File: config.mk
export PLATFORM = sky130hd
export DESIGN_NAME = bbox_tracker
export DESIGN_NICKNAME = d
export VERILOG_FILES = /design/src/rtl/imgproc_pkg.sv /design/src/rtl/bbox_tracker.sv
export SDC_FILE = /design/constraint.sdc
export NUM_CORES = 1
export LEC_CHECK = 0
export ABC_AREA = 1
export BUFFER_PORTS_ARGS = -buffer_cell sky130_fd_sc_hd__buf_4
export CORE_MARGIN = 2
export CORE_UTILIZATION = 45
export DETAILED_ROUTE_END_ITERATION = 12
export SETUP_SLACK_MARGIN = 0.1
export SLEW_MARGIN = 20
export SYNTH_ARGS = -nofsm -noshare
export SYNTH_HDL_FRONTEND = slang
export SYNTH_SLANG_ARGS = --single-unit
File: constraint.sdc
create_clock -name clk -period 2.05 [get_ports clk]
set_input_delay 0.3075 -clock clk [delete_from_list [all_inputs] [get_ports clk]]
set_output_delay 0.3075 -clock clk [all_outputs]
set_load 0.005 [all_outputs]
File: src/rtl/imgproc_pkg.sv
// fixed 640x480 rgb888 geometry; thresholds are tuned for the camera lighting and are not runtime settable
package imgproc_pkg;

	//////////////////////////////
	// frame geometry
	//////////////////////////////
	localparam int IMAGE_W = 640;
	localparam int IMAGE_H = 480;
	localparam int COORD_W = 11;
	// pixels this close to any edge are never classified
	localparam int BORDER = 20;

	//////////////////////////////
	// colour classes
	//////////////////////////////
	localparam int NUM_COLOURS = 5;
	localparam int CLASS_W = 3;
	localparam logic [CLASS_W-1:0] CLS_RED = 3'd0;
	localparam logic [CLASS_W-1:0] CLS_GREEN = 3'd1;
	localparam logic [CLASS_W-1:0] CLS_BLUE = 3'd2;
	localparam logic [CLASS_W-1:0] CLS_VIOLET = 3'd3;
	localparam logic [CLASS_W-1:0] CLS_YELLOW = 3'd4;
	localparam logic [CLASS_W-1:0] CLS_NONE = 3'd7;

	// hsv limits, all inclusive; hue is the halved 0..179 scale
	// red hue wraps: at or above RED_H_HI, or at or below RED_H_LO
	localparam logic [7:0] RED_H_HI = 8'd171;
	localparam logic [7:0] RED_H_LO = 8'd24;
	localparam logic [7:0] RED_S_LO = 8'd150;
	localparam logic [7:0] RED_S_HI = 8'd231;
	localparam logic [7:0] RED_V_LO = 8'd126;
	localparam logic [7:0] RED_V_HI = 8'd200;
	localparam logic [7:0] GREEN_H_LO = 8'd61;
	localparam logic [7:0] GREEN_H_HI = 8'd79;
	localparam logic [7:0] GREEN_S_LO = 8'd76;
	localparam logic [7:0] GREEN_S_HI = 8'd199;
	localparam logic [7:0] GREEN_V_LO = 8'd51;
	localparam logic [7:0] GREEN_V_HI = 8'd127;
	localparam logic [7:0] BLUE_H_LO = 8'd91;
	localparam logic [7:0] BLUE_H_HI = 8'd119;
	localparam logic [7:0] BLUE_S_LO = 8'd77;
	localparam logic [7:0] BLUE_S_HI = 8'd194;
	localparam logic [7:0] BLUE_V_LO = 8'd26;
	localparam logic [7:0] BLUE_V_HI = 8'd127;
	// violet has only an upper hue limit
	localparam logic [7:0] VIOLET_H_HI = 8'd14;
	localparam logic [7:0] VIOLET_S_LO = 8'd81;
	localparam logic [7:0] VIOLET_S_HI = 8'd149;
	localparam logic [7:0] VIOLET_V_LO = 8'd76;
	localparam logic [7:0] VIOLET_V_HI = 8'd125;
	localparam logic [7:0] YELLOW_H_LO = 8'd26;
	localparam logic [7:0] YELLOW_H_HI = 8'd44;
	localparam logic [7:0] YELLOW_S_LO = 8'd101;
	localparam logic [7:0] YELLOW_S_HI = 8'd152;
	localparam logic [7:0] YELLOW_V_LO = 8'd103;
	localparam logic [7:0] YELLOW_V_HI = 8'd245;

	//////////////////////////////
	// stream types
	//////////////////////////////
	typedef struct packed {
		logic [7:0] r;
		logic [7:0] g;
		logic [7:0] b;
	} pixel_t;

	typedef struct packed {
		pixel_t pix;
		logic sop;
		logic eop;
	} beat_t;

	typedef struct packed {
		logic [COORD_W-1:0] xmin;
		logic [COORD_W-1:0] xmax;
		logic [COORD_W-1:0] ymin;
		logic [COORD_W-1:0] ymax;
	} bbox_t;

	// empty box, xmin above xmax marks the colour as unseen
	localparam bbox_t BOX_RESET = '{
		xmin: COORD_W'(IMAGE_W - 1),
		xmax: '0,
		ymin: COORD_W'(IMAGE_H - 1),
		ymax: '0
	};

	// overlay colours, indexed by class
	localparam pixel_t HIGHLIGHT [NUM_COLOURS] = '{
		24'hff0001, 24'h00ff00, 24'h0000ff, 24'h8e1596, 24'hedff6f
	};
	localparam pixel_t BOX_COLOUR [NUM_COLOURS] = '{
		24'hff7575, 24'h92ff96, 24'h92eeff, 24'hff92ea, 24'hf9ff92
	};
	localparam pixel_t BACKGROUND = 24'h0;

	//////////////////////////////
	// messages and cpu port
	//////////////////////////////
	localparam int MSG_INTERVAL = 6;
	localparam int MSG_CNT_W = $clog2(MSG_INTERVAL);
	localparam int MSG_WORDS = 15;
	localparam int FIFO_DEPTH = 256;
	localparam int FIFO_AW = 8;
	localparam logic [23:0] MSG_ID [NUM_COLOURS] = '{"RBB", "GBB", "BBB", "VBB", "YBB"};

	localparam logic [2:0] ADDR_STATUS = 3'd0;
	localparam logic [2:0] ADDR_MSG = 3'd1;
	localparam logic [2:0] ADDR_ID = 3'd2;
	localparam logic [31:0] DEVICE_ID = 32'h1234EEE2;
	localparam int FLUSH_BIT = 4;

	typedef struct packed {
		logic [7:0] pad;
		logic [23:0] ascii;
	} msg_id_t;

	typedef struct packed {
		logic [4:0] pad_x;
		logic [COORD_W-1:0] x;
		logic [4:0] pad_y;
		logic [COORD_W-1:0] y;
	} msg_corner_t;

	// a message word is either a box id or a corner coordinate
	typedef union packed {
		msg_id_t id;
		msg_corner_t corner;
	} msg_word_u;

endpackage

File: src/rtl/bbox_tracker.sv
// one box per colour; edges are drawn as full rows and columns, from the previous video frame only
`timescale 1ns/100ps

module bbox_tracker (
	input  logic clk,
	input  logic reset_n,
	input  logic fire,
	input  logic sop,
	input  logic eop,
	input  logic is_video,
	input  logic [imgproc_pkg::COORD_W-1:0] x,
	input  logic [imgproc_pkg::COORD_W-1:0] y,
	input  logic [imgproc_pkg::CLASS_W-1:0] cls,
	output imgproc_pkg::bbox_t [imgproc_pkg::NUM_COLOURS-1:0] boxes,
	output logic end_of_frame,
	output logic edge_hit,
	output logic [imgproc_pkg::CLASS_W-1:0] edge_cls
);

	// extents of the frame in flight
	imgproc_pkg::bbox_t [imgproc_pkg::NUM_COLOURS-1:0] run;

	always_ff @(posedge clk) begin
		if (!reset_n) begin
			for (int c = 0; c < imgproc_pkg::NUM_COLOURS; c++) begin
				run[c] <= imgproc_pkg::BOX_RESET;
				boxes[c] <= imgproc_pkg::BOX_RESET;
			end
			end_of_frame <= 1'b0;
		end else begin
			// one cycle pulse, boxes are already latched when it is seen
			end_of_frame <= fire & ~sop & eop & is_video;
			if (fire && sop) begin
				for (int c = 0; c < imgproc_pkg::NUM_COLOURS; c++) begin
					run[c] <= imgproc_pkg::BOX_RESET;
				end
			end else if (fire) begin
				// grow the box of this pixel's class
				for (int c = 0; c < imgproc_pkg::NUM_COLOURS; c++) begin
					if (cls == c) begin
						if (x < run[c].xmin) run[c].xmin <= x;
						if (x > run[c].xmax) run[c].xmax <= x;
						if (y < run[c].ymin) run[c].ymin <= y;
						if (y > run[c].ymax) run[c].ymax <= y;
					end
				end
				// non-video packets never touch the latched boxes
				if (eop && is_video) begin
					boxes <= run;
				end
			end
		end
	end

	//////////////////////////////
	// edge overlay
	//////////////////////////////
	// scan downward so the lowest class index wins
	always_comb begin
		edge_hit = 1'b0;
		edge_cls = imgproc_pkg::CLS_NONE;
		for (int c = imgproc_pkg::NUM_COLOURS - 1; c >= 0; c--) begin
			// skip colours that were not seen
			if ((boxes[c].xmin <= boxes[c].xmax) &&
				((x == boxes[c].xmin) || (x == boxes[c].xmax) ||
				(y == boxes[c].ymin) || (y == boxes[c].ymax))) begin
				edge_hit = 1'b1;
				edge_cls = imgproc_pkg::CLASS_W'(c);
			end
		end
	end

endmodule

# Word-level counts from Yosys, hierarchy flattened
# Index checks and enable logic that the tools add are counted.
# classes
magnitude_cmp,25
eq_ne,24
n_mux,10
bitwise_logic,6
n_reduce_logical,45
# ops
op,n
11-bit == test,20
11-bit > comparator,10
11-bit less-than comparator,10
3-bit AND reduction,21
11-bit less-or-equal comparator,5
1-bit logical OR,15
3-bit two-way mux,4
1-bit logical AND,7
3-bit by 2-bit == test with 1-bit output (second input constant),2
1-bit two-way mux,5
1-bit bitwise AND,3
3-bit by 1-bit == test with 1-bit output (second input constant),1
3-bit == test (second input constant),1
3-bit logical NOT,1
1-bit NOT,3
2-bit two-way mux,1
2-bit OR reduction,1
# totals
register_bits,441
inputBits,31
elab_cells,151

# Logic depth before layout (Yosys ltp)
# Gate-level depths: netlist of run 1.
# logic_depth
word_depth,10
ltp_mapped,14

# Worst setup path after synthesis of run 1
# Ideal clock, no wire load.
# synth_path
path_type,reg-to-output
startpoint,register boxes[120] in the netlist's numbering
endpoint,output edge_cls[2] in the netlist's numbering
arrival_ns,1.610
required_time_ns,1.742
setup_slack_ns,0.133
path_stages_with_launch,14
path_buffers,0
path_cell_list,dfxtp_1 -> inv_1 -> ha_1 -> nand2_1 -> nor2_1 -> nand2_1 -> nor3_1 -> o21ai_0 -> nand3_1 -> nand2_1 -> inv_1 -> nor2_1 -> nor2_1 -> and2_1
# synth_between
elab_chain_len,8
# synth_rtl
element,line,rtl
from (decl),bbox_tracker.sv:14,"output imgproc_pkg::bbox_t [imgproc_pkg::NUM_COLOURS-1:0] boxes,"
"from (signal, indexed assignment)",bbox_tracker.sv:27,boxes[c] <= imgproc_pkg::BOX_RESET;
from (signal assigned),bbox_tracker.sv:49,boxes <= run;
branches (longest 4 deep; another with 11-bit less-or-equal comparator),n/a,
1-bit logical AND (*),bbox_tracker.sv:64,if ((boxes[c].xmin <= boxes[c].xmax) &&
3-bit two-way mux (*) (3 in a row),bbox_tracker.sv:64,
to (decl),bbox_tracker.sv:17,output logic [imgproc_pkg::CLASS_W-1:0] edge_cls
# Mark *: on every way between the ends.

# Final worst setup path of run 1
# Same ends and word-level chain as after synthesis.

==> flow_summary.json, run 1 <==
{
  "grt_overflow": 0,
  "num-fill-cells": 4676,
  "syn_inst": 3105,
  "ant_nets": 0,
  "initial_core_util_pct": 45.4,
  "start_kind": "flip-flop",
  "finish.instance_area_um2": 32800,
  "status": "complete, but fails checks",
  "diodes": 0,
  "finalNetCount": 4048,
  "utilization_pct": 62.3,
  "clk_pin_slew_ns": 0.06,
  "globalplace.congestion": 0.942,
  "ys_ff_latch": 441,
  "leakage_uw": 0.0151,
  "drcViolationCount": 0,
  "setup_tns_ns": -2.51,
  "ctsRootBufferMaster": "clkbuf_16",
  "r2r_slack_ns": 0.18,
  "synth_area_um2": 23900,
  "drive_gt1_share_pct": 27.9,
  "grt_usage_pct": 30.4,
  "cts_sinks": 441,
  "hold_class": "input port to flip-flop",
  "place_area_um2": 30100,
  "grt_pass1_wl_um": 129000,
  "route.vias.total": 24100,
  "finalCritPeriodShare_pct": 133,
  "drt_first_pass_iters": 5,
  "dieArea_um2": 54900,
  "worstMarginPinSlew_ns": 0.603,
  "rows": 84,
  "avgRoutedWirePerCell_um": 19.1,
  "synth_ff_type": "dfxtp_1",
  "worstPathArrival_ns": 2.42,
  "grt_pass1_vias": 23500,
  "viasPerCell": 5.39,
  "worst_slack_ns": -0.676,
  "die_y_um": 234,
  "cp_max_fo": 2,
  "maxCapViolCount": 0,
  "numCtsBuffers": 51,
  "failed_checks": "setup timing",
  "wl_um": 85700,
  "io_buffers": 255,
  "grt_max_degree": 103,
  "max_freq_mhz": 367,
  "synth-edff-count": 0,
  "yosysUniqueCellTypes": 30,
  "ctsHoldBuffers": 0,
  "rsz0062_at_grt": "yes",
  "area_growth_pct": 37.2,
  "antenna_found_initial": 0,
  "ys_seq_area_share_pct": 37.0,
  "power_density_nw_per_um2": 662,
  "hold_viol_final": 0,
  "fin_crit_ns": 2.73,
  "coreArea_um2": 52600,
  "clock_latency_ns": 0.60,
  "ir_worst_vdd_uv": 570,
  "slew_viol_final": 0,
  "cts_tree": "done",
  "slew_headroom_pct": 59.8,
  "syn_nets": 3401,
  "place_ws_ns": -0.349,
  "cts_buffer_depth": 3,
  "io_pins": 256,
  "worstSetupEndpointType": "output port",
  "dpl.hpwl_um": 62600,
  "cp.required_ns": 1.74,
  "syn_avg_cell_area_um2": 7.69,
  "die_x_um": 234,
  "setup_viol_count_final": 4,
  "drt_iter0_markers": 1759,
  "path_class": "flip-flop to output port",
  "async_flop_share_pct": 0,
  "htreeDepth": 2,
  "fin_worst_skew_ns": 0.0160,
  "synth_warnings": 0
}
metal layers:
layer / track usage (%) / part of all wire [%] / wire (µm) / up-vias
li1: - / - / - / 11800
met1: 39.2 / 43 / 36900 / 11300
met2: 51.1 / 47 / 40000 / 821
met3: 4.23 / 6.4 / 5480 / 205
met4: 12.3 / 3.9 / 3360 / 0
met5: 0 / 0 / 0 / -
sequential cells by signal, summed over array words and instances, names as in the netlist:
| register | flops |
|---|---|
| end_of_frame | 1 |
| run | 220 |
| boxes | 220 |
final timing paths:
| path | endpoint | startpoint | cells past startpoint |
|---|---|---|---|
| worst max-delay path | edge_cls[2] | boxes[120] | 14 |
| worst min-delay path | end_of_frame | reset_n | 3 |
| worst max register to register | run[160] | run[158] | 11 |
| worst min register to register | run[169] | run[169] | 2 |
layout make-up:
type / instances / area, µm² / share of cell area [%]
well taps: 688 / 861 / 2.63
multi-input cells: 2155 / 13800 / 42.1
clock inverters: 10 / 131 / 0.401
flip-flops and latches: 441 / 8870 / 27.1
repair buffers: 773 / 6310 / 19.3
inverters: 330 / 1250 / 3.82
clock buffers: 81 / 1540 / 4.70
critical path, cell delays in order (launching register included):
cell,delay [ns]
dfxtp_2,0.33
inv_2,0.05
ha_4,0.26
nand2_2,0.07
nor2_4,0.10
nand2_2,0.07
nor3_4,0.13
buf_4,0.13
nand4_1,0.08
nand2_2,0.12
inv_2,0.05
nor2_4,0.13
nor2_4,0.05
and2_4,0.16
buf_6,0.11
where the power goes:
| part | leakage (µW) | internal [µW] | switching [µW] |
|---|---|---|---|
| sequential | 0.00360 | 8800 | 168 |
| clock | 0.000821 | 5480 | 3760 |
| combinational | 0.0107 | 1570 | 1920 |
metrics by stage:
step | hold WS, ns | power (µW) | instances
floorplan | 0.443 | 10700 | 3105
detailed placement | 0.459 | 12400 | 4373
CTS | 0.137 | 21600 | 4470
global route | 0.173 | 22500 | 4478
global placement | 0.451 | 12300 | 4373
finish | 0.152 | 21700 | 4478
Yosys cell counts (all sizes together), types with 19 or more instances:
master | count | area [µm²]
ha | 265 | 3320
a21oi | 467 | 2340
nor3 | 24 | 120
nand4 | 19 | 119
nand3 | 98 | 490
inv | 330 | 1240
xnor2 | 105 | 920
o21ai | 416 | 2080
dfxtp | 441 | 8830
clkbuf | 115 | 432
nor2 | 144 | 541
buf | 64 | 339
xor2 | 66 | 578
nand2 | 431 | 1620
o211ai | 84 | 631
cell usage in the layout (no fill, tap or decap), types with 16 or more instances in the layout:
cell and n:
inv_2 35, clkbuf_16 52, nor2_1 120, a21oi_2 16, xor2_1 66, o21ai_1 89
ha_4 30, buf_4 722, xnor2_1 105, ha_1 235, inv_1 291, nand3_1 91
o21ai_0 319, dfxtp_2 35, nor3_1 22, dfxtp_1 406, buf_12 34, nand4_1 19
nand2_2 22, nand2_1 405, a21oi_1 449, o211ai_1 84
cell families (layout without fill, tap and decap cells):
logic type | Yosys count | count (layout) | share of synthesized area, %
AO/OA/AOI/OAI | 984 | 984 | 21.8
XOR/XNOR | 171 | 171 | 6.27
adder cells (fa/ha/maj) | 265 | 265 | 13.9
buffers and inverters | 509 | 1194 | 8.42
flip-flops | 441 | 441 | 37.0
AND/OR/NAND/NOR | 735 | 735 | 12.7
timing repair:
| action | CTS | global route |
|---|---|---|
| endpoints found under the setup margin | 4 | 108 |
| pin swaps | 38 | 60 |
| resized for setup | 74 | 192 |
| gates cloned | 0 | 1 |
| setup buffers | 7 | 7 |
Power figures use the tool's default switching activity.
==> inputs of run 2 (changes only) <==
--- a/config.mk
+++ b/config.mk
@@ -6,10 +6,13 @@
 export NUM_CORES = 1
 export LEC_CHECK = 0
 export ABC_AREA = 1
-export BUFFER_PORTS_ARGS = -buffer_cell sky130_fd_sc_hd__buf_4
+export CELL_PAD_IN_SITES_DETAIL_PLACEMENT = 1
+export CELL_PAD_IN_SITES_GLOBAL_PLACEMENT = 1
 export CORE_MARGIN = 2
 export CORE_UTILIZATION = 45
 export DETAILED_ROUTE_END_ITERATION = 12
+export DONT_BUFFER_PORTS = 1
+export PLACE_DENSITY_LB_ADDON = 0.1
 export SETUP_SLACK_MARGIN = 0.1
 export SLEW_MARGIN = 20
 export SYNTH_ARGS = -nofsm -noshare
==> run 2 against run 1 <==
The flow still finishes with violations (setup timing). Non-clock buffer count down 232. Critical path depth down 5. Register-to-register slack worse by 0.16 ns. Wire length up 22%. Power about the same. Combinational power down 12%. Hold slack worse by 0.11 ns. Maximum frequency down 4.1%. Global-route usage up 6.1 points. Sequential power about the same. Largest cell class unchanged. Largest power group unchanged.
==> flow_summary.json, run 2 (synthesis results as in run 1) <==
{
  "status": "complete, but fails checks",
  "failed_checks": "setup timing",
  "start_kind": "flip-flop",
  "finish.instance_area_um2": 31200,
  "grt_max_degree": 133,
  "ant_nets": 0,
  "dpl.hpwl_um": 60700,
  "fin_worst_skew_ns": 0.0137,
  "globalplace.congestion": 0.887,
  "cp_max_fo": 2,
  "rr_startpoint": "run[98]",
  "drt_first_pass_iters": 5,
  "wl_met2_um": 50400,
  "r2r_slack_ns": 0.02,
  "cp.required_ns": 1.74,
  "layout_commonest_cell": "a21oi_1",
  "crit_slowest_cell": "dfxtp_1",
  "drcViolationCount": 0,
  "drt_iter0_markers": 1346,
  "maxCapViolCount": 0,
  "io_buffers": 0,
  "grt_usage_pct": 36.5,
  "power_density_nw_per_um2": 696,
  "viasPerCell": 5.80,
  "hold_viol_final": 0,
  "place_area_um2": 27000,
  "mostFrequentLayoutCells": "a21oi_1, dfxtp_1, nand2_1",
  "area_growth_pct": 30.6,
  "worstPathArrival_ns": 2.54,
  "top_layer_used": "met5",
  "fin_crit_ns": 2.84,
  "hp-start": "y[8]",
  "place_ws_ns": -0.455,
  "coreArea_um2": 52600,
  "cts_tree": "done",
  "path_class": "flip-flop to output port",
  "grt_pass1_vias": 25900,
  "slew_viol_final": 0,
  "worstPathCellList": "xnor2_1 -> nand2_1 -> nor3_1 -> nand3_1 -> nand2_2 -> o21ai_0 -> a21oi_2 -> buf_4 -> buf_6",
  "rsz0062_at_grt": "yes",
  "die_y_um": 234,
  "ir_worst_vdd_uv": 675,
  "die_x_um": 234,
  "max_freq_mhz": 352,
  "hold_class": "input port to flip-flop",
  "clock_latency_ns": 0.62,
  "htreeDepth": 2,
  "worstSetupEndpointType": "output port",
  "antenna_found_initial": 6,
  "route.vias.total": 24700,
  "setup_viol_count_final": 4,
  "hold_slack_ns": 0.0460,
  "cts_sinks": 441,
  "min_to": "run[63]",
  "setup.worst_path.start": "boxes[53]",
  "leakage_uw": 0.0136,
  "rows": 84,
  "finalCritPeriodShare_pct": 139,
  "wl_um": 105000,
  "cts_buffer_depth": 3,
  "power_uw": 21700,
  "r2r_cells": 12,
  "met3WireLength_um": 7910,
  "worst_slack_ns": -0.793,
  "grt_overflow": 0,
  "crit_family": "simple AND/OR/NAND/NOR gates",
  "io_pins": 256,
  "reg_top3": "boxes (220), run (220), end_of_frame (1)",
  "holdPathStages": 3,
  "finalNetCount": 3818,
  "numCtsBuffers": 52,
  "worstReg2RegEnd": "run[92]",
  "ctsRootBufferMaster": "clkbuf_16",
  "slew_headroom_pct": 22.2,
  "worstMarginPinSlew_ns": 1.16,
  "drive_gt1_share_pct": 19.6,
  "clk_pin_slew_ns": 0.06,
  "met1Wirelength_um": 39500,
  "crit_path_max_incr_delay_ns": 0.33,
  "grt_pass1_wl_um": 152000,
  "dieArea_um2": 54900,
  "avgRoutedWirePerCell_um": 24.6,
  "initial_core_util_pct": 45.4,
  "path_buf_inv": 2
}
==> run 2: final cells by class <==
| type | count | area (µm²) |
|---|---|---|
| clock buffer | 82 | 1590 |
| clock inverter | 15 | 160 |
| antenna | 4 | 10.0 |
| tap | 688 | 861 |
| timing repair buffer | 541 | 4590 |
| timing repair inverter | 1 | 7.51 |
| sequential | 441 | 8860 |
| multi-input combinational | 2155 | 13800 |
| inverter | 330 | 1240 |
| fill | 6343 | 21400 |
==> run 2: timing repair <==
| action | in CTS | in global routing |
|---|---|---|
| hold buffers | 123 | 0 |
| setup buffers | 7 | 13 |
| gates resized for setup | 73 | 177 |
| endpoints found under the hold margin | 380 | 0 |
| pin swaps | 37 | 59 |
| endpoints found under the setup margin | 5 | 164 |
| gates cloned | 0 | 7 |
==> run 2: worst max path at each step <==
stage / to / depth (start not counted)
finish: edge_cls[0] / 9
CTS: edge_cls[0] / 14
floorplan: edge_cls[2] / 13
global route: edge_cls[0] / 15
detailed placement: edge_cls[0] / 14
global placement: edge_cls[0] / 14
==> run 2: metal layers <==
metal  up-vias  global-route usage [%]
met5         -                       0
met4         2                    21.5
met3       344                    8.69
met2       874                    63.8
met1     12200                    40.1
li1      11300                       -
==> run 2: report_power, final <==
part / total [µW] / leakage, µW / switching (µW) / internal (µW)
Combinational: 3050 / 0.00912 / 1760 / 1290
Clock: 9690 / 0.000864 / 4020 / 5660
Sequential: 8950 / 0.00359 / 153 / 8800
==> run 2: worst reg2reg max path: stages (launching register included) <==
cell and delay, ns:
dfxtp_2 0.35, inv_2 0.06, ha_4 0.27, nand2_2 0.07
nor2_2 0.12, nand4_1 0.15, o21ai_1 0.19, inv_1 0.08
nand2_2 0.10, buf_6 0.11, clkinvlp_4 0.18, nor2_1 0.17
nor2_1 0.07
==> run 2: stage by stage <==
step	TNS (ns)	utilization, %	std cells
finish	-2.91	59.3	4257
global route	-3.54	59.3	4253
CTS	-3.00	57.8	4233
detailed placement	-1.37	51.4	4006
global placement	-0.967	51.4	4006
floorplan	0	-	3105
