[src/rtl/imgproc_pkg.sv]
// fixed 640x480 rgb888 geometry; thresholds are tuned for the camera lighting and are not runtime settable
package imgproc_pkg;

	//////////////////////////////
	// frame geometry
	//////////////////////////////
	localparam int IMAGE_W = 640;
	localparam int IMAGE_H = 480;
	localparam int COORD_W = 11;
	// pixels this close to any edge are never classified
	localparam int BORDER = 20;

	//////////////////////////////
	// colour classes
	//////////////////////////////
	localparam int NUM_COLOURS = 5;
	localparam int CLASS_W = 3;
	localparam logic [CLASS_W-1:0] CLS_RED = 3'd0;
	localparam logic [CLASS_W-1:0] CLS_GREEN = 3'd1;
	localparam logic [CLASS_W-1:0] CLS_BLUE = 3'd2;
	localparam logic [CLASS_W-1:0] CLS_VIOLET = 3'd3;
	localparam logic [CLASS_W-1:0] CLS_YELLOW = 3'd4;
	localparam logic [CLASS_W-1:0] CLS_NONE = 3'd7;

	// hsv limits, all inclusive; hue is the halved 0..179 scale
	// red hue wraps: at or above RED_H_HI, or at or below RED_H_LO
	localparam logic [7:0] RED_H_HI = 8'd171;
	localparam logic [7:0] RED_H_LO = 8'd24;
	localparam logic [7:0] RED_S_LO = 8'd150;
	localparam logic [7:0] RED_S_HI = 8'd231;
	localparam logic [7:0] RED_V_LO = 8'd126;
	localparam logic [7:0] RED_V_HI = 8'd200;
	localparam logic [7:0] GREEN_H_LO = 8'd61;
	localparam logic [7:0] GREEN_H_HI = 8'd79;
	localparam logic [7:0] GREEN_S_LO = 8'd76;
	localparam logic [7:0] GREEN_S_HI = 8'd199;
	localparam logic [7:0] GREEN_V_LO = 8'd51;
	localparam logic [7:0] GREEN_V_HI = 8'd127;
	localparam logic [7:0] BLUE_H_LO = 8'd91;
	localparam logic [7:0] BLUE_H_HI = 8'd119;
	localparam logic [7:0] BLUE_S_LO = 8'd77;
	localparam logic [7:0] BLUE_S_HI = 8'd194;
	localparam logic [7:0] BLUE_V_LO = 8'd26;
	localparam logic [7:0] BLUE_V_HI = 8'd127;
	// violet has only an upper hue limit
	localparam logic [7:0] VIOLET_H_HI = 8'd14;
	localparam logic [7:0] VIOLET_S_LO = 8'd81;
	localparam logic [7:0] VIOLET_S_HI = 8'd149;
	localparam logic [7:0] VIOLET_V_LO = 8'd76;
	localparam logic [7:0] VIOLET_V_HI = 8'd125;
	localparam logic [7:0] YELLOW_H_LO = 8'd26;
	localparam logic [7:0] YELLOW_H_HI = 8'd44;
	localparam logic [7:0] YELLOW_S_LO = 8'd101;
	localparam logic [7:0] YELLOW_S_HI = 8'd152;
	localparam logic [7:0] YELLOW_V_LO = 8'd103;
	localparam logic [7:0] YELLOW_V_HI = 8'd245;

	//////////////////////////////
	// stream types
	//////////////////////////////
	typedef struct packed {
		logic [7:0] r;
		logic [7:0] g;
		logic [7:0] b;
	} pixel_t;

	typedef struct packed {
		pixel_t pix;
		logic sop;
		logic eop;
	} beat_t;

	typedef struct packed {
		logic [COORD_W-1:0] xmin;
		logic [COORD_W-1:0] xmax;
		logic [COORD_W-1:0] ymin;
		logic [COORD_W-1:0] ymax;
	} bbox_t;

	// empty box, xmin above xmax marks the colour as unseen
	localparam bbox_t BOX_RESET = '{
		xmin: COORD_W'(IMAGE_W - 1),
		xmax: '0,
		ymin: COORD_W'(IMAGE_H - 1),
		ymax: '0
	};

	// overlay colours, indexed by class
	localparam pixel_t HIGHLIGHT [NUM_COLOURS] = '{
		24'hff0001, 24'h00ff00, 24'h0000ff, 24'h8e1596, 24'hedff6f
	};
	localparam pixel_t BOX_COLOUR [NUM_COLOURS] = '{
		24'hff7575, 24'h92ff96, 24'h92eeff, 24'hff92ea, 24'hf9ff92
	};
	localparam pixel_t BACKGROUND = 24'h0;

	//////////////////////////////
	// messages and cpu port
	//////////////////////////////
	localparam int MSG_INTERVAL = 6;
	localparam int MSG_CNT_W = $clog2(MSG_INTERVAL);
	localparam int MSG_WORDS = 15;
	localparam int FIFO_DEPTH = 256;
	localparam int FIFO_AW = 8;
	localparam logic [23:0] MSG_ID [NUM_COLOURS] = '{"RBB", "GBB", "BBB", "VBB", "YBB"};

	localparam logic [2:0] ADDR_STATUS = 3'd0;
	localparam logic [2:0] ADDR_MSG = 3'd1;
	localparam logic [2:0] ADDR_ID = 3'd2;
	localparam logic [31:0] DEVICE_ID = 32'h1234EEE2;
	localparam int FLUSH_BIT = 4;

	typedef struct packed {
		logic [7:0] pad;
		logic [23:0] ascii;
	} msg_id_t;

	typedef struct packed {
		logic [4:0] pad_x;
		logic [COORD_W-1:0] x;
		logic [4:0] pad_y;
		logic [COORD_W-1:0] y;
	} msg_corner_t;

	// a message word is either a box id or a corner coordinate
	typedef union packed {
		msg_id_t id;
		msg_corner_t corner;
	} msg_word_u;

endpackage

[src/rtl/mm_regs.sv]
// read data lags the strobe by one cycle; a held message read pops only once
`timescale 1ns/100ps

module mm_regs (
	input  logic clk,
	input  logic reset_n,
	input  logic s_chipselect,
	input  logic s_read,
	input  logic s_write,
	input  logic [2:0] s_address,
	input  logic [31:0] s_writedata,
	output logic [31:0] s_readdata,
	input  logic [31:0] fifo_data,
	input  logic [imgproc_pkg::FIFO_AW:0] fifo_used,
	input  logic fifo_empty,
	output logic fifo_rd,
	output logic fifo_clear
);

	logic [7:0] status;
	logic read_d;
	logic [7:0] used_byte;
	logic status_wr;

	// a full FIFO would not fit the byte, so it reads as ff
	assign used_byte = fifo_used[imgproc_pkg::FIFO_AW] ? 8'hff :
		fifo_used[imgproc_pkg::FIFO_AW-1:0];
	assign status_wr = s_chipselect & s_write & (s_address == imgproc_pkg::ADDR_STATUS);

	// flush rides on a status write
	assign fifo_clear = status_wr & s_writedata[imgproc_pkg::FLUSH_BIT];
	// pop on the first cycle of a message read only
	assign fifo_rd = s_chipselect & s_read & ~read_d & ~fifo_empty &
		(s_address == imgproc_pkg::ADDR_MSG);

	always_ff @(posedge clk) begin
		if (!reset_n) begin
			status <= 8'h0;
			read_d <= 1'b0;
			s_readdata <= 32'h0;
		end else begin
			read_d <= s_chipselect & s_read;
			if (status_wr) status <= s_writedata[7:0];
			if (s_chipselect && s_read) begin
				case (s_address)
					imgproc_pkg::ADDR_STATUS: s_readdata <= {16'h0, used_byte, status};
					imgproc_pkg::ADDR_MSG: s_readdata <= fifo_data;
					imgproc_pkg::ADDR_ID: s_readdata <= imgproc_pkg::DEVICE_ID;
					default: s_readdata <= 32'h0;
				endcase
			end
		end
	end

endmodule

[config.mk]
export PLATFORM = sky130hd
export DESIGN_NAME = mm_regs
export DESIGN_NICKNAME = d
export VERILOG_FILES = /design/src/rtl/imgproc_pkg.sv /design/src/rtl/mm_regs.sv
export SDC_FILE = /design/constraint.sdc
export NUM_CORES = 1
export LEC_CHECK = 0
export BUFFER_PORTS_ARGS = -buffer_cell sky130_fd_sc_hd__clkbuf_2
export CAP_MARGIN = 0
export CORE_MARGIN = 3
export CORE_UTILIZATION = 37
export CTS_CLUSTER_SIZE = 28
export DETAILED_ROUTE_END_ITERATION = 8
export MAX_ROUTING_LAYER = met4
export PLACE_DENSITY = 0.74
export SYNTH_ARGS = -nofsm -noshare
export SYNTH_HDL_FRONTEND = slang
export SYNTH_SLANG_ARGS = --single-unit
[constraint.sdc]
create_clock -name clk -period 1.2 [get_ports clk]
set_input_delay 0.06 -clock clk [delete_from_list [all_inputs] [get_ports clk]]
set_output_delay 0.06 -clock clk [all_outputs]
set_load 0.005 [all_outputs]
**After elaboration in Yosys (flattened, before gate mapping)**

Cells that the tools add are included.
W data, S select, Z words.

- Bits in registers: 41
- Input bits: 82
- Output and inout port bits: 34
- Logic and storage cells: 18

- Equal/unequal tests: 2
- Mux-type cells: 2
- Bitwise operators: 9
- Reduce and logical (&&, ||, !) cells: 2

Operator list:

| kind | number |
|---|---|
| $pmux W32 S3 | 1 |
| $mux W8 | 1 |
| $and A1 B1 Y1 | 7 |
| $eq A3 B1 Y1 const B | 1 |
| $eq A3 B2 Y1 const B | 1 |
| $logic_not A3 Y1 | 1 |
| $not A1 Y1 | 2 |
| $logic_and A1 B1 Y1 | 1 |

**Depth between registers and ports, before layout**

Gate-level depths: netlist (run 1).

- Word-level depth: 4
- Gate-level depth with buffers: 5
- Depth with buffers taken out: 3

**Worst setup path before layout (run 1)**

OpenSTA, ideal clock, no wires.

- Path kind: input -> register
- Start: in s_address[0]
- End: reg status[0]
- Setup time: 0.072 ns
- Arrival time: 0.790 ns
- Slack: 0.338 ns
- Stages on the path: 5
- Cells stage by stage: buf_6 -> nor2_2 -> and4b_1 -> buf_6 -> mux2i_1

- Longest elaborated chain between the ends: 2

Ends and longest elaborated chain:

| item | RTL line | source |
|---|---|---|
| start, declared | mm_regs.sv:10 | `input logic [2:0] s_address,` |
| $logic_not A3 Y1 | mm_regs.sv:28 | `assign status_wr = s_chipselect & s_write & (s_address == imgproc_pkg::ADDR_STATUS);` |
| $and A1 B1 Y1 | mm_regs.sv:28 |  |
| end signal, assigned | mm_regs.sv:43 | `if (status_wr) status <= s_writedata[7:0];` |
| end, declared | mm_regs.sv:20 | `logic [7:0] status;` |

Every way passes these cells.
A chain may end at the register's enable or synchronous reset.

**Final worst setup path (run 1)**

- Start: reg read_d
- End: out fifo_rd

- Longest elaborated chain between the ends: 4

Ends and longest elaborated chain:

| item | RTL line | source |
|---|---|---|
| start, declared | mm_regs.sv:21 | `logic read_d;` |
| start signal, assigned | mm_regs.sv:42 | `read_d <= s_chipselect & s_read;` |
| $not A1 Y1 | mm_regs.sv:33 | `assign fifo_rd = s_chipselect & s_read & ~read_d & ~fifo_empty &` |
| $and A1 B1 Y1 (3 in series) | mm_regs.sv:33 |  |
| end, declared | mm_regs.sv:16 | `output logic fifo_rd,` |

Every way passes these cells.

==> results of run 1 <==
[Yosys cell counts, types with 2 or more instances]
library cell	n	area, µm²
sky130_fd_sc_hd__clkbuf_1	3	11.3
sky130_fd_sc_hd__nand3_1	12	60.1
sky130_fd_sc_hd__nand2_1	33	124
sky130_fd_sc_hd__o21ai_0	15	75.1
sky130_fd_sc_hd__a32oi_1	11	96.3
sky130_fd_sc_hd__buf_2	4	20.0
sky130_fd_sc_hd__o311ai_0	2	17.5
sky130_fd_sc_hd__and2_1	2	12.5
sky130_fd_sc_hd__nand2b_1	8	50.1
sky130_fd_sc_hd__a21oi_1	10	50.1
sky130_fd_sc_hd__dfxtp_1	41	821
sky130_fd_sc_hd__buf_4	4	30.0
sky130_fd_sc_hd__mux2_2	4	45.0
sky130_fd_sc_hd__nor2_1	16	60.1
sky130_fd_sc_hd__buf_6	3	33.8
sky130_fd_sc_hd__o21ai_1	2	10.0
sky130_fd_sc_hd__o41ai_1	6	52.6
sky130_fd_sc_hd__a2bb2oi_1	4	35.0
sky130_fd_sc_hd__inv_1	3	11.3
sky130_fd_sc_hd__mux2i_1	8	80.1
[how the worst min path moves through the flow]
stage	cells after the start	slack [ps]	endpoint	from
floorplan	1	150	fifo_rd	fifo_empty
global placement	3	290	status[2]$_SDFFE_PN0P_	s_writedata[2]
detailed placement	3	300	status[2]$_SDFFE_PN0P_	s_writedata[2]
CTS	3	0.1	status[4]$_SDFFE_PN0P_	s_writedata[4]
global route	3	20	status[7]$_SDFFE_PN0P_	s_writedata[7]
finish	3	6	status[4]$_SDFFE_PN0P_	s_writedata[4]
[sequential cells by signal (all words and copies together) (netlist names)]
name and flops:
status 8, read_d 1, s_readdata 32
[stage by stage]
| stage | hold slack (ps) | power (mW) | worst slack (ps) | util |
|---|---|---|---|---|
| after floorplan | 154 | 1.62 | 338 | - |
| after global placement | 292 | 1.78 | 205 | 0.508 |
| after detailed placement | 296 | 1.78 | 172 | 0.508 |
| after CTS | 0.109 | 2.66 | 191 | 0.538 |
| after global routing | 21.7 | 2.73 | 152 | 0.538 |
| final | 6.25 | 2.62 | 192 | 0.538 |
[cell type report]
type	instances	area, µm²	area share
sequential	41	821	0.341
inverter	3	11.3	0.00468
clock inverter	2	10.0	0.00416
tap	52	65.1	0.0270
multi-input combinational	140	827	0.344
timing repair buffer	107	601	0.249
clock buffer	6	72.6	0.0301
[worst register-to-register path, stage by stage, from the launching register on]
cell and delay (ps):
sky130_fd_sc_hd__dfxtp_1 320, sky130_fd_sc_hd__mux2_2 260, sky130_fd_sc_hd__nand3_1 90, sky130_fd_sc_hd__a21oi_1 70
[cell families (layout without fill, tap and decap cells)]
group | Yosys count | count (layout)
AND/OR/NAND/NOR | 77 | 77
flip-flops | 41 | 41
multiplexers | 12 | 12
AO/OA/AOI/OAI | 51 | 51
buffers and inverters | 18 | 118
[power breakdown]
part / internal (mW) / leakage (nW) / total [mW] / switching (mW)
clock: 0.403 / 0.0450 / 0.854 / 0.451
sequential: 1.39 / 0.332 / 1.41 / 0.0147
combinational: 0.179 / 0.727 / 0.356 / 0.177
total: 1.97 / 1.10 / 2.62 / 0.643
[metal layers]
layer / part of all wire / vias to the layer above / GRT usage
met5: 0 / - / -
met4: 0.0063 / 0 / 0.0296
met3: 0.052 / 4 / 0.0401
met2: 0.46 / 52 / 0.270
met1: 0.48 / 757 / 0.224
li1: - / 906 / -
[repair_timing]
item / 4_1_cts / 5_1_grt
setup buffers: 0 / 0
hold buffers: 5 / 0
hold endpoints to repair: 5 / 0
==> metrics.txt, run 1 <==
# TYPE chip_impl_metric gauge
chip_impl_metric{name="critical_path.max_stage_delay",unit="ps"} 300
chip_impl_info{name="outcome",value="finished clean"} 1
chip_impl_info{name="grt_setup_unrepaired",value="false"} 1
chip_impl_info{name="termination_of_the_worst_setup_path",value="fifo_rd"} 1
chip_impl_metric{name="synthMuxAreaShare",unit=""} 0.0712
chip_impl_metric{name="die_area",unit="µm²"} 5610
chip_impl_metric{name="final_cells",unit=""} 351
chip_impl_metric{name="sink_count",unit=""} 41
chip_impl_metric{name="synth_simple_gate_area_share",unit=""} 0.201
chip_impl_info{name="tritoncts_clock_tree",value="done"} 1
chip_impl_metric{name="rr_worst_depth",unit=""} 3
chip_impl_metric{name="transition_time_at_the_pin_with_the_least_slew_margin",unit="ps"} 466
chip_impl_metric{name="antenna_found_initial",unit=""} 0
chip_impl_metric{name="placeableCoreArea",unit="µm²"} 4470
chip_impl_info{name="final_cell_mix",value="sky130_fd_sc_hd__clkbuf_2 (91), sky130_fd_sc_hd__dfxtp_1 (41), sky130_fd_sc_hd__nand2_1 (33), sky130_fd_sc_hd__nor2_1 (16), sky130_fd_sc_hd__o21ai_0 (15)"} 1
chip_impl_metric{name="synth_area_in_compound_gates",unit=""} 0.198
chip_impl_metric{name="via_total_after_detailed_routing",unit=""} 1719
chip_impl_metric{name="synth.net_count",unit=""} 281
chip_impl_metric{name="dieWidth",unit="µm"} 74.9
chip_impl_metric{name="gp_congestion",unit=""} 0.780
chip_impl_metric{name="crit_fanout",unit=""} 1
chip_impl_info{name="timing.critical_path.from",value="read_d$_SDFF_PN0_"} 1
chip_impl_metric{name="max-clock-path-buffers",unit=""} 2
chip_impl_metric{name="dr.first_iter.drc_count",unit=""} 59
chip_impl_metric{name="detail_route.drc_violations",unit=""} 0
chip_impl_info{name="r2r-end",value="s_readdata[4]$_SDFFE_PN0N_"} 1
chip_impl_metric{name="required_time_worst_endpoint",unit="ps"} 1140
chip_impl_metric{name="fraction_of_the_yosys_area_taken_by_sequential_cells",unit=""} 0.467
chip_impl_info{name="critical_path.slowest_cell",value="sky130_fd_sc_hd__dfxtp_1"} 1
chip_impl_info{name="mostFrequentLayoutCell",value="sky130_fd_sc_hd__clkbuf_2"} 1
chip_impl_metric{name="clkSlewWorstSetupHoldPaths",unit="ps"} 80
chip_impl_metric{name="cts_htree_levels",unit=""} 2
chip_impl_metric{name="avgSynthCellArea",unit="µm²"} 8.83
chip_impl_metric{name="floorplan.initialDensity",unit=""} 0.393
chip_impl_metric{name="post_synth_xor_area_fraction",unit=""} 0
chip_impl_info{name="holdCritPathClass",value="primary input to register"} 1
chip_impl_metric{name="tns",unit="ps"} 0
chip_impl_metric{name="cell_leakage_power",unit="nW"} 1.10
chip_impl_info{name="cts_root_cell",value="sky130_fd_sc_hd__clkbuf_8"} 1
chip_impl_metric{name="fmaxAchievable",unit="GHz"} 0.992
chip_impl_metric{name="grt_overflow_total",unit=""} 0
chip_impl_metric{name="reg2reg_slack",unit="ps"} 340
chip_impl_metric{name="flip_flop_and_latch_count_after_synthesis",unit=""} 41
chip_impl_metric{name="postPlaceCellArea",unit="µm²"} 2270
chip_impl_metric{name="post_route_fraction_of_the_period_consumed_by_the_critical_path",unit=""} 0.840
chip_impl_metric{name="vias_per_cell",unit=""} 4.90
chip_impl_metric{name="grt_max_degree",unit=""} 18
chip_impl_metric{name="num_antenna_cells",unit=""} 0
chip_impl_metric{name="wire_length_of_the_first_global_routing_pass",unit="mm"} 7.20
chip_impl_metric{name="synthesis.yosys.warnings",unit=""} 0
chip_impl_metric{name="synthesis.area",unit="µm²"} 1760
chip_impl_metric{name="critical_path_arrival",unit="ps"} 950
chip_impl_metric{name="fin_nets",unit=""} 380
chip_impl_metric{name="post_synth_inst_count",unit=""} 199
chip_impl_metric{name="synth_enable_flop_cells",unit=""} 0
chip_impl_metric{name="post_synth_fa_ha_maj_area_fraction",unit=""} 0
chip_impl_metric{name="final.fill_count",unit=""} 422
chip_impl_metric{name="skew",unit="ps"} 3.48
chip_impl_metric{name="first_global_vias",unit=""} 1572
chip_impl_metric{name="power_per_cell_area",unit="nW/µm²"} 1090
chip_impl_metric{name="hold_viol",unit=""} 0
chip_impl_metric{name="port_buffers",unit=""} 91
chip_impl_metric{name="synth_async_sr_flop_share",unit=""} 0
chip_impl_metric{name="path_depth",unit=""} 2
chip_impl_info{name="worst-setup-path-type",value="register to output port"} 1
chip_impl_metric{name="synth_cell_types",unit=""} 28
chip_impl_metric{name="maxCapViolations",unit=""} 0
chip_impl_metric{name="detailedRoute.firstPassIterationCount",unit=""} 4
chip_impl_metric{name="critPathBufInv",unit=""} 1
chip_impl_metric{name="placementRows",unit=""} 24
chip_impl_metric{name="total_routing_usage_reported_by_global_routing",unit=""} 0.170
chip_impl_info{name="critical_path.reg2reg.startpoint",value="status[4]$_SDFFE_PN0P_"} 1
chip_impl_info{name="critical_path.startpoint_type",value="register"} 1
chip_impl_metric{name="final.min_clock_period",unit="ps"} 1010
chip_impl_info{name="crit_chain",value="nor3_1 > clkbuf_2"} 1
chip_impl_metric{name="area_delta_synth_final",unit="%"} 36.9
chip_impl_metric{name="dp_cells",unit=""} 338
chip_impl_metric{name="cts_buffers",unit=""} 5
chip_impl_metric{name="die_h",unit="µm"} 74.9
chip_impl_metric{name="cts_resized",unit=""} 0
chip_impl_metric{name="slew_headroom",unit=""} 0.689
chip_impl_metric{name="ir_worst_vdd",unit="µV"} 715
chip_impl_info{name="crit_path_end_kind",value="output port"} 1
chip_impl_metric{name="drv_slew",unit=""} 0
chip_impl_metric{name="final_layout_size_suffix_gt1_frac",unit=""} 0.388
chip_impl_info{name="synth_flop_cell",value="sky130_fd_sc_hd__dfxtp_1"} 1
chip_impl_metric{name="insertion_delay",unit="ps"} 290
chip_impl_metric{name="drt-total-wl",unit="mm"} 4.64
chip_impl_metric{name="dpl.hpwl",unit="mm"} 3.62
chip_impl_metric{name="setup_viol",unit=""} 0
chip_impl_info{name="cp_top_family",value="flip-flops"} 1
chip_impl_metric{name="finalInstanceArea",unit="µm²"} 2410
chip_impl_metric{name="io-pin-count",unit=""} 116
chip_impl_metric{name="ant_nets",unit=""} 0
chip_impl_metric{name="route.detailed.wl_per_inst",unit="µm"} 13.2
chip_impl_info{name="combinational_family_with_the_most_area_after_synthesis",value="simple AND/OR/NAND/NOR gates"} 1
Power figures use the tool's default switching activity.
==> inputs of run 2 (changes only) <==
PLACE_DENSITY = 0.77   (was 0.74)
clock period = 0.9 ns   (was 1.2 ns; I/O delays follow)
==> run 2 against run 1 <==
The run now ends with negative setup slack left; via count up 6.6%; sequential power up 33%; global-route usage up 1.6 points; final area up 8.9%; cell count up 6.0%; combinational power up 55%; register-to-register slack worse by 270 ps; critical path depth unchanged; flip-flop and latch count unchanged; first-iteration DRC count down 8.5%; clock power up 78%.
==> metrics.txt, run 2 (synthesized netlist as in run 1, its figures left out) <==
# TYPE chip_impl_metric gauge
chip_impl_metric{name="gp_congestion",unit=""} 0.744
chip_impl_metric{name="io-pin-count",unit=""} 116
chip_impl_metric{name="clkSlewWorstSetupHoldPaths",unit="ps"} 80
chip_impl_metric{name="drt-total-wl",unit="mm"} 4.83
chip_impl_metric{name="power_per_cell_area",unit="nW/µm²"} 1510
chip_impl_metric{name="dr.first_iter.drc_count",unit=""} 54
chip_impl_metric{name="critPathBufInv",unit=""} 1
chip_impl_metric{name="floorplan.initialDensity",unit=""} 0.393
chip_impl_metric{name="required_time_worst_endpoint",unit="ps"} 850
chip_impl_metric{name="post_route_fraction_of_the_period_consumed_by_the_critical_path",unit=""} 1.03
chip_impl_metric{name="grt_overflow_total",unit=""} 0
chip_impl_info{name="critical_path.startpoint_type",value="register"} 1
chip_impl_metric{name="dieWidth",unit="µm"} 74.9
chip_impl_metric{name="critical_path_arrival",unit="ps"} 890
chip_impl_info{name="holdCritPathClass",value="primary input to register"} 1
chip_impl_metric{name="placeableCoreArea",unit="µm²"} 4470
chip_impl_metric{name="cell_leakage_power",unit="nW"} 1.22
chip_impl_info{name="critical_path.slowest_cell",value="sky130_fd_sc_hd__dfxtp_1"} 1
chip_impl_info{name="cp_top_family",value="flip-flops"} 1
chip_impl_metric{name="drv_slew",unit=""} 0
chip_impl_metric{name="maxCapViolations",unit=""} 0
chip_impl_metric{name="detailedRoute.firstPassIterationCount",unit=""} 4
chip_impl_info{name="largest_register",value="s_readdata"} 1
chip_impl_metric{name="max-clock-path-buffers",unit=""} 2
chip_impl_metric{name="cts_buffers",unit=""} 5
chip_impl_metric{name="detail_route.drc_violations",unit=""} 0
chip_impl_info{name="outcome",value="finished with violations"} 1
chip_impl_metric{name="hold_viol",unit=""} 0
chip_impl_metric{name="transition_time_at_the_pin_with_the_least_slew_margin",unit="ps"} 332
chip_impl_metric{name="wire_length_of_the_first_global_routing_pass",unit="mm"} 7.83
chip_impl_metric{name="totalPowerFinal",unit="mW"} 3.95
chip_impl_metric{name="die_h",unit="µm"} 74.9
chip_impl_info{name="biggestRegsByFlops",value="s_readdata (32), status (8), read_d (1)"} 1
chip_impl_metric{name="via_total_after_detailed_routing",unit=""} 1833
chip_impl_metric{name="ant_nets",unit=""} 0
chip_impl_info{name="cts_root_cell",value="sky130_fd_sc_hd__clkbuf_8"} 1
chip_impl_metric{name="fin_nets",unit=""} 401
chip_impl_metric{name="num_antenna_cells",unit=""} 0
chip_impl_info{name="mostFrequentLayoutCell",value="sky130_fd_sc_hd__clkbuf_2"} 1
chip_impl_info{name="tritoncts_clock_tree",value="done"} 1
chip_impl_metric{name="cts_htree_levels",unit=""} 2
chip_impl_metric{name="total_routing_usage_reported_by_global_routing",unit=""} 0.186
chip_impl_info{name="final_cell_mix",value="sky130_fd_sc_hd__clkbuf_2 (90), sky130_fd_sc_hd__dfxtp_1 (41), sky130_fd_sc_hd__nand2_1 (33), sky130_fd_sc_hd__buf_4 (27), sky130_fd_sc_hd__nor2_1 (16)"} 1
chip_impl_metric{name="finish.utilization",unit=""} 0.586
chip_impl_metric{name="dp_cells",unit=""} 355
chip_impl_metric{name="crit_fanout",unit=""} 1
chip_impl_metric{name="layout_setup_ws",unit="ps"} -30.6
chip_impl_metric{name="number_of_flip_flops_under_the_largest_register_name",unit=""} 32
chip_impl_metric{name="grt_max_degree",unit=""} 17
chip_impl_info{name="crit_path_end_kind",value="output port"} 1
chip_impl_info{name="worst-setup-path-type",value="register to output port"} 1
chip_impl_metric{name="setup_viol",unit=""} 1
chip_impl_info{name="failing_checks",value="negative setup slack"} 1
chip_impl_metric{name="route.detailed.wl_per_inst",unit="µm"} 13.0
chip_impl_metric{name="critical_path.max_stage_delay",unit="ps"} 310
chip_impl_metric{name="dpl.hpwl",unit="mm"} 3.70
chip_impl_metric{name="insertion_delay",unit="ps"} 290
chip_impl_metric{name="placementRows",unit=""} 24
chip_impl_metric{name="first_global_vias",unit=""} 1758
chip_impl_metric{name="vias_per_cell",unit=""} 4.93
chip_impl_metric{name="ir_worst_vdd",unit="µV"} 924
chip_impl_metric{name="preCtsSetupSlack",unit="ps"} -123
chip_impl_metric{name="final.min_clock_period",unit="ps"} 931
chip_impl_metric{name="fmaxAchievable",unit="GHz"} 1.07
chip_impl_metric{name="slew_headroom",unit=""} 0.776
chip_impl_info{name="grt_setup_unrepaired",value="true"} 1
chip_impl_metric{name="antenna_found_initial",unit=""} 0
chip_impl_metric{name="skew",unit="ps"} 5.89
chip_impl_metric{name="port_buffers",unit=""} 91
chip_impl_metric{name="area_delta_synth_final",unit="%"} 49.1
chip_impl_metric{name="tns",unit="ps"} -30.6
chip_impl_metric{name="final_layout_size_suffix_gt1_frac",unit=""} 0.431
chip_impl_metric{name="die_area",unit="µm²"} 5610
chip_impl_metric{name="sink_count",unit=""} 41
chip_impl_metric{name="final_cells",unit=""} 372
chip_impl_info{name="crit_chain",value="nor3_2 > buf_2"} 1
run 2: cell count changes in the layout (fill, tap and decap cells not counted), sizes merged:
cell | before | now
buf | 11 | 29
bufinv | 0 | 1
clkbuf | 97 | 96
clkinv | 2 | 0
clkinvlp | 0 | 1
dlygate4sd3 | 5 | 9
run 2: worst paths after layout:
| path | startpoint | end | slack (ps) | cells past startpoint |
|---|---|---|---|---|
| min reg2reg | s_readdata[10]$_SDFFE_PN0N_ | s_readdata[10]$_SDFFE_PN0N_ | 450 | 2 |
| max | read_d$_SDFF_PN0_ | fifo_rd | -30 | 2 |
| max reg2reg | status[4]$_SDFFE_PN0P_ | s_readdata[4]$_SDFFE_PN0N_ | 70 | 3 |
| min | fifo_data[25] | s_readdata[25]$_SDFFE_PN0N_ | 6 | 3 |
run 2: report_power, final:
part / internal (mW) / total [mW] / switching [mW] / leakage, nW
Combinational: 0.300 / 0.551 / 0.251 / 0.833
Sequential: 1.86 / 1.88 / 0.0209 / 0.332
Clock: 0.902 / 1.52 / 0.621 / 0.0574
Total: 3.06 / 3.95 / 0.893 / 1.22
run 2: cell type report:
class | count | area (µm²)
fillers | 417 | 1850
multi-input cells | 140 | 836
flip-flops and latches | 41 | 821
repair buffers | 128 | 768
clock buffers | 6 | 82.6
well taps | 52 | 65.1
clock inverters | 2 | 37.5
inverters | 3 | 11.3
run 2: worst min-delay path, stage by stage:
cell and delay (ps):
sky130_fd_sc_hd__clkbuf_2 80, sky130_fd_sc_hd__nand3_1 70, sky130_fd_sc_hd__a21oi_1 60
run 2: timing repair:
action / 4_1_cts / 5_1_grt
endpoints found under the setup margin: 1 / 2
resized for setup: 0 / 5
setup buffers: 0 / 0
endpoints found under the hold margin: 9 / 0
pin swaps: 1 / 2
hold buffers: 9 / 0
run 2: through the flow:
step                      hold WS, ps  instance area (µm²)
after floorplan                   124                 1760
after global placement            279                 2400
after detailed placement          282                 2400
after CTS                       0.315                 2610
after global routing             1.06                 2620
final                            6.23                 2620
run 2: routing by layer:
layer,part of all wire,vias up,track usage
li1,-,944,-
met2,0.49,54,0.303
met4,0.0056,0,0.0553
met1,0.46,833,0.232
met3,0.049,2,0.0414
met5,0,-,-
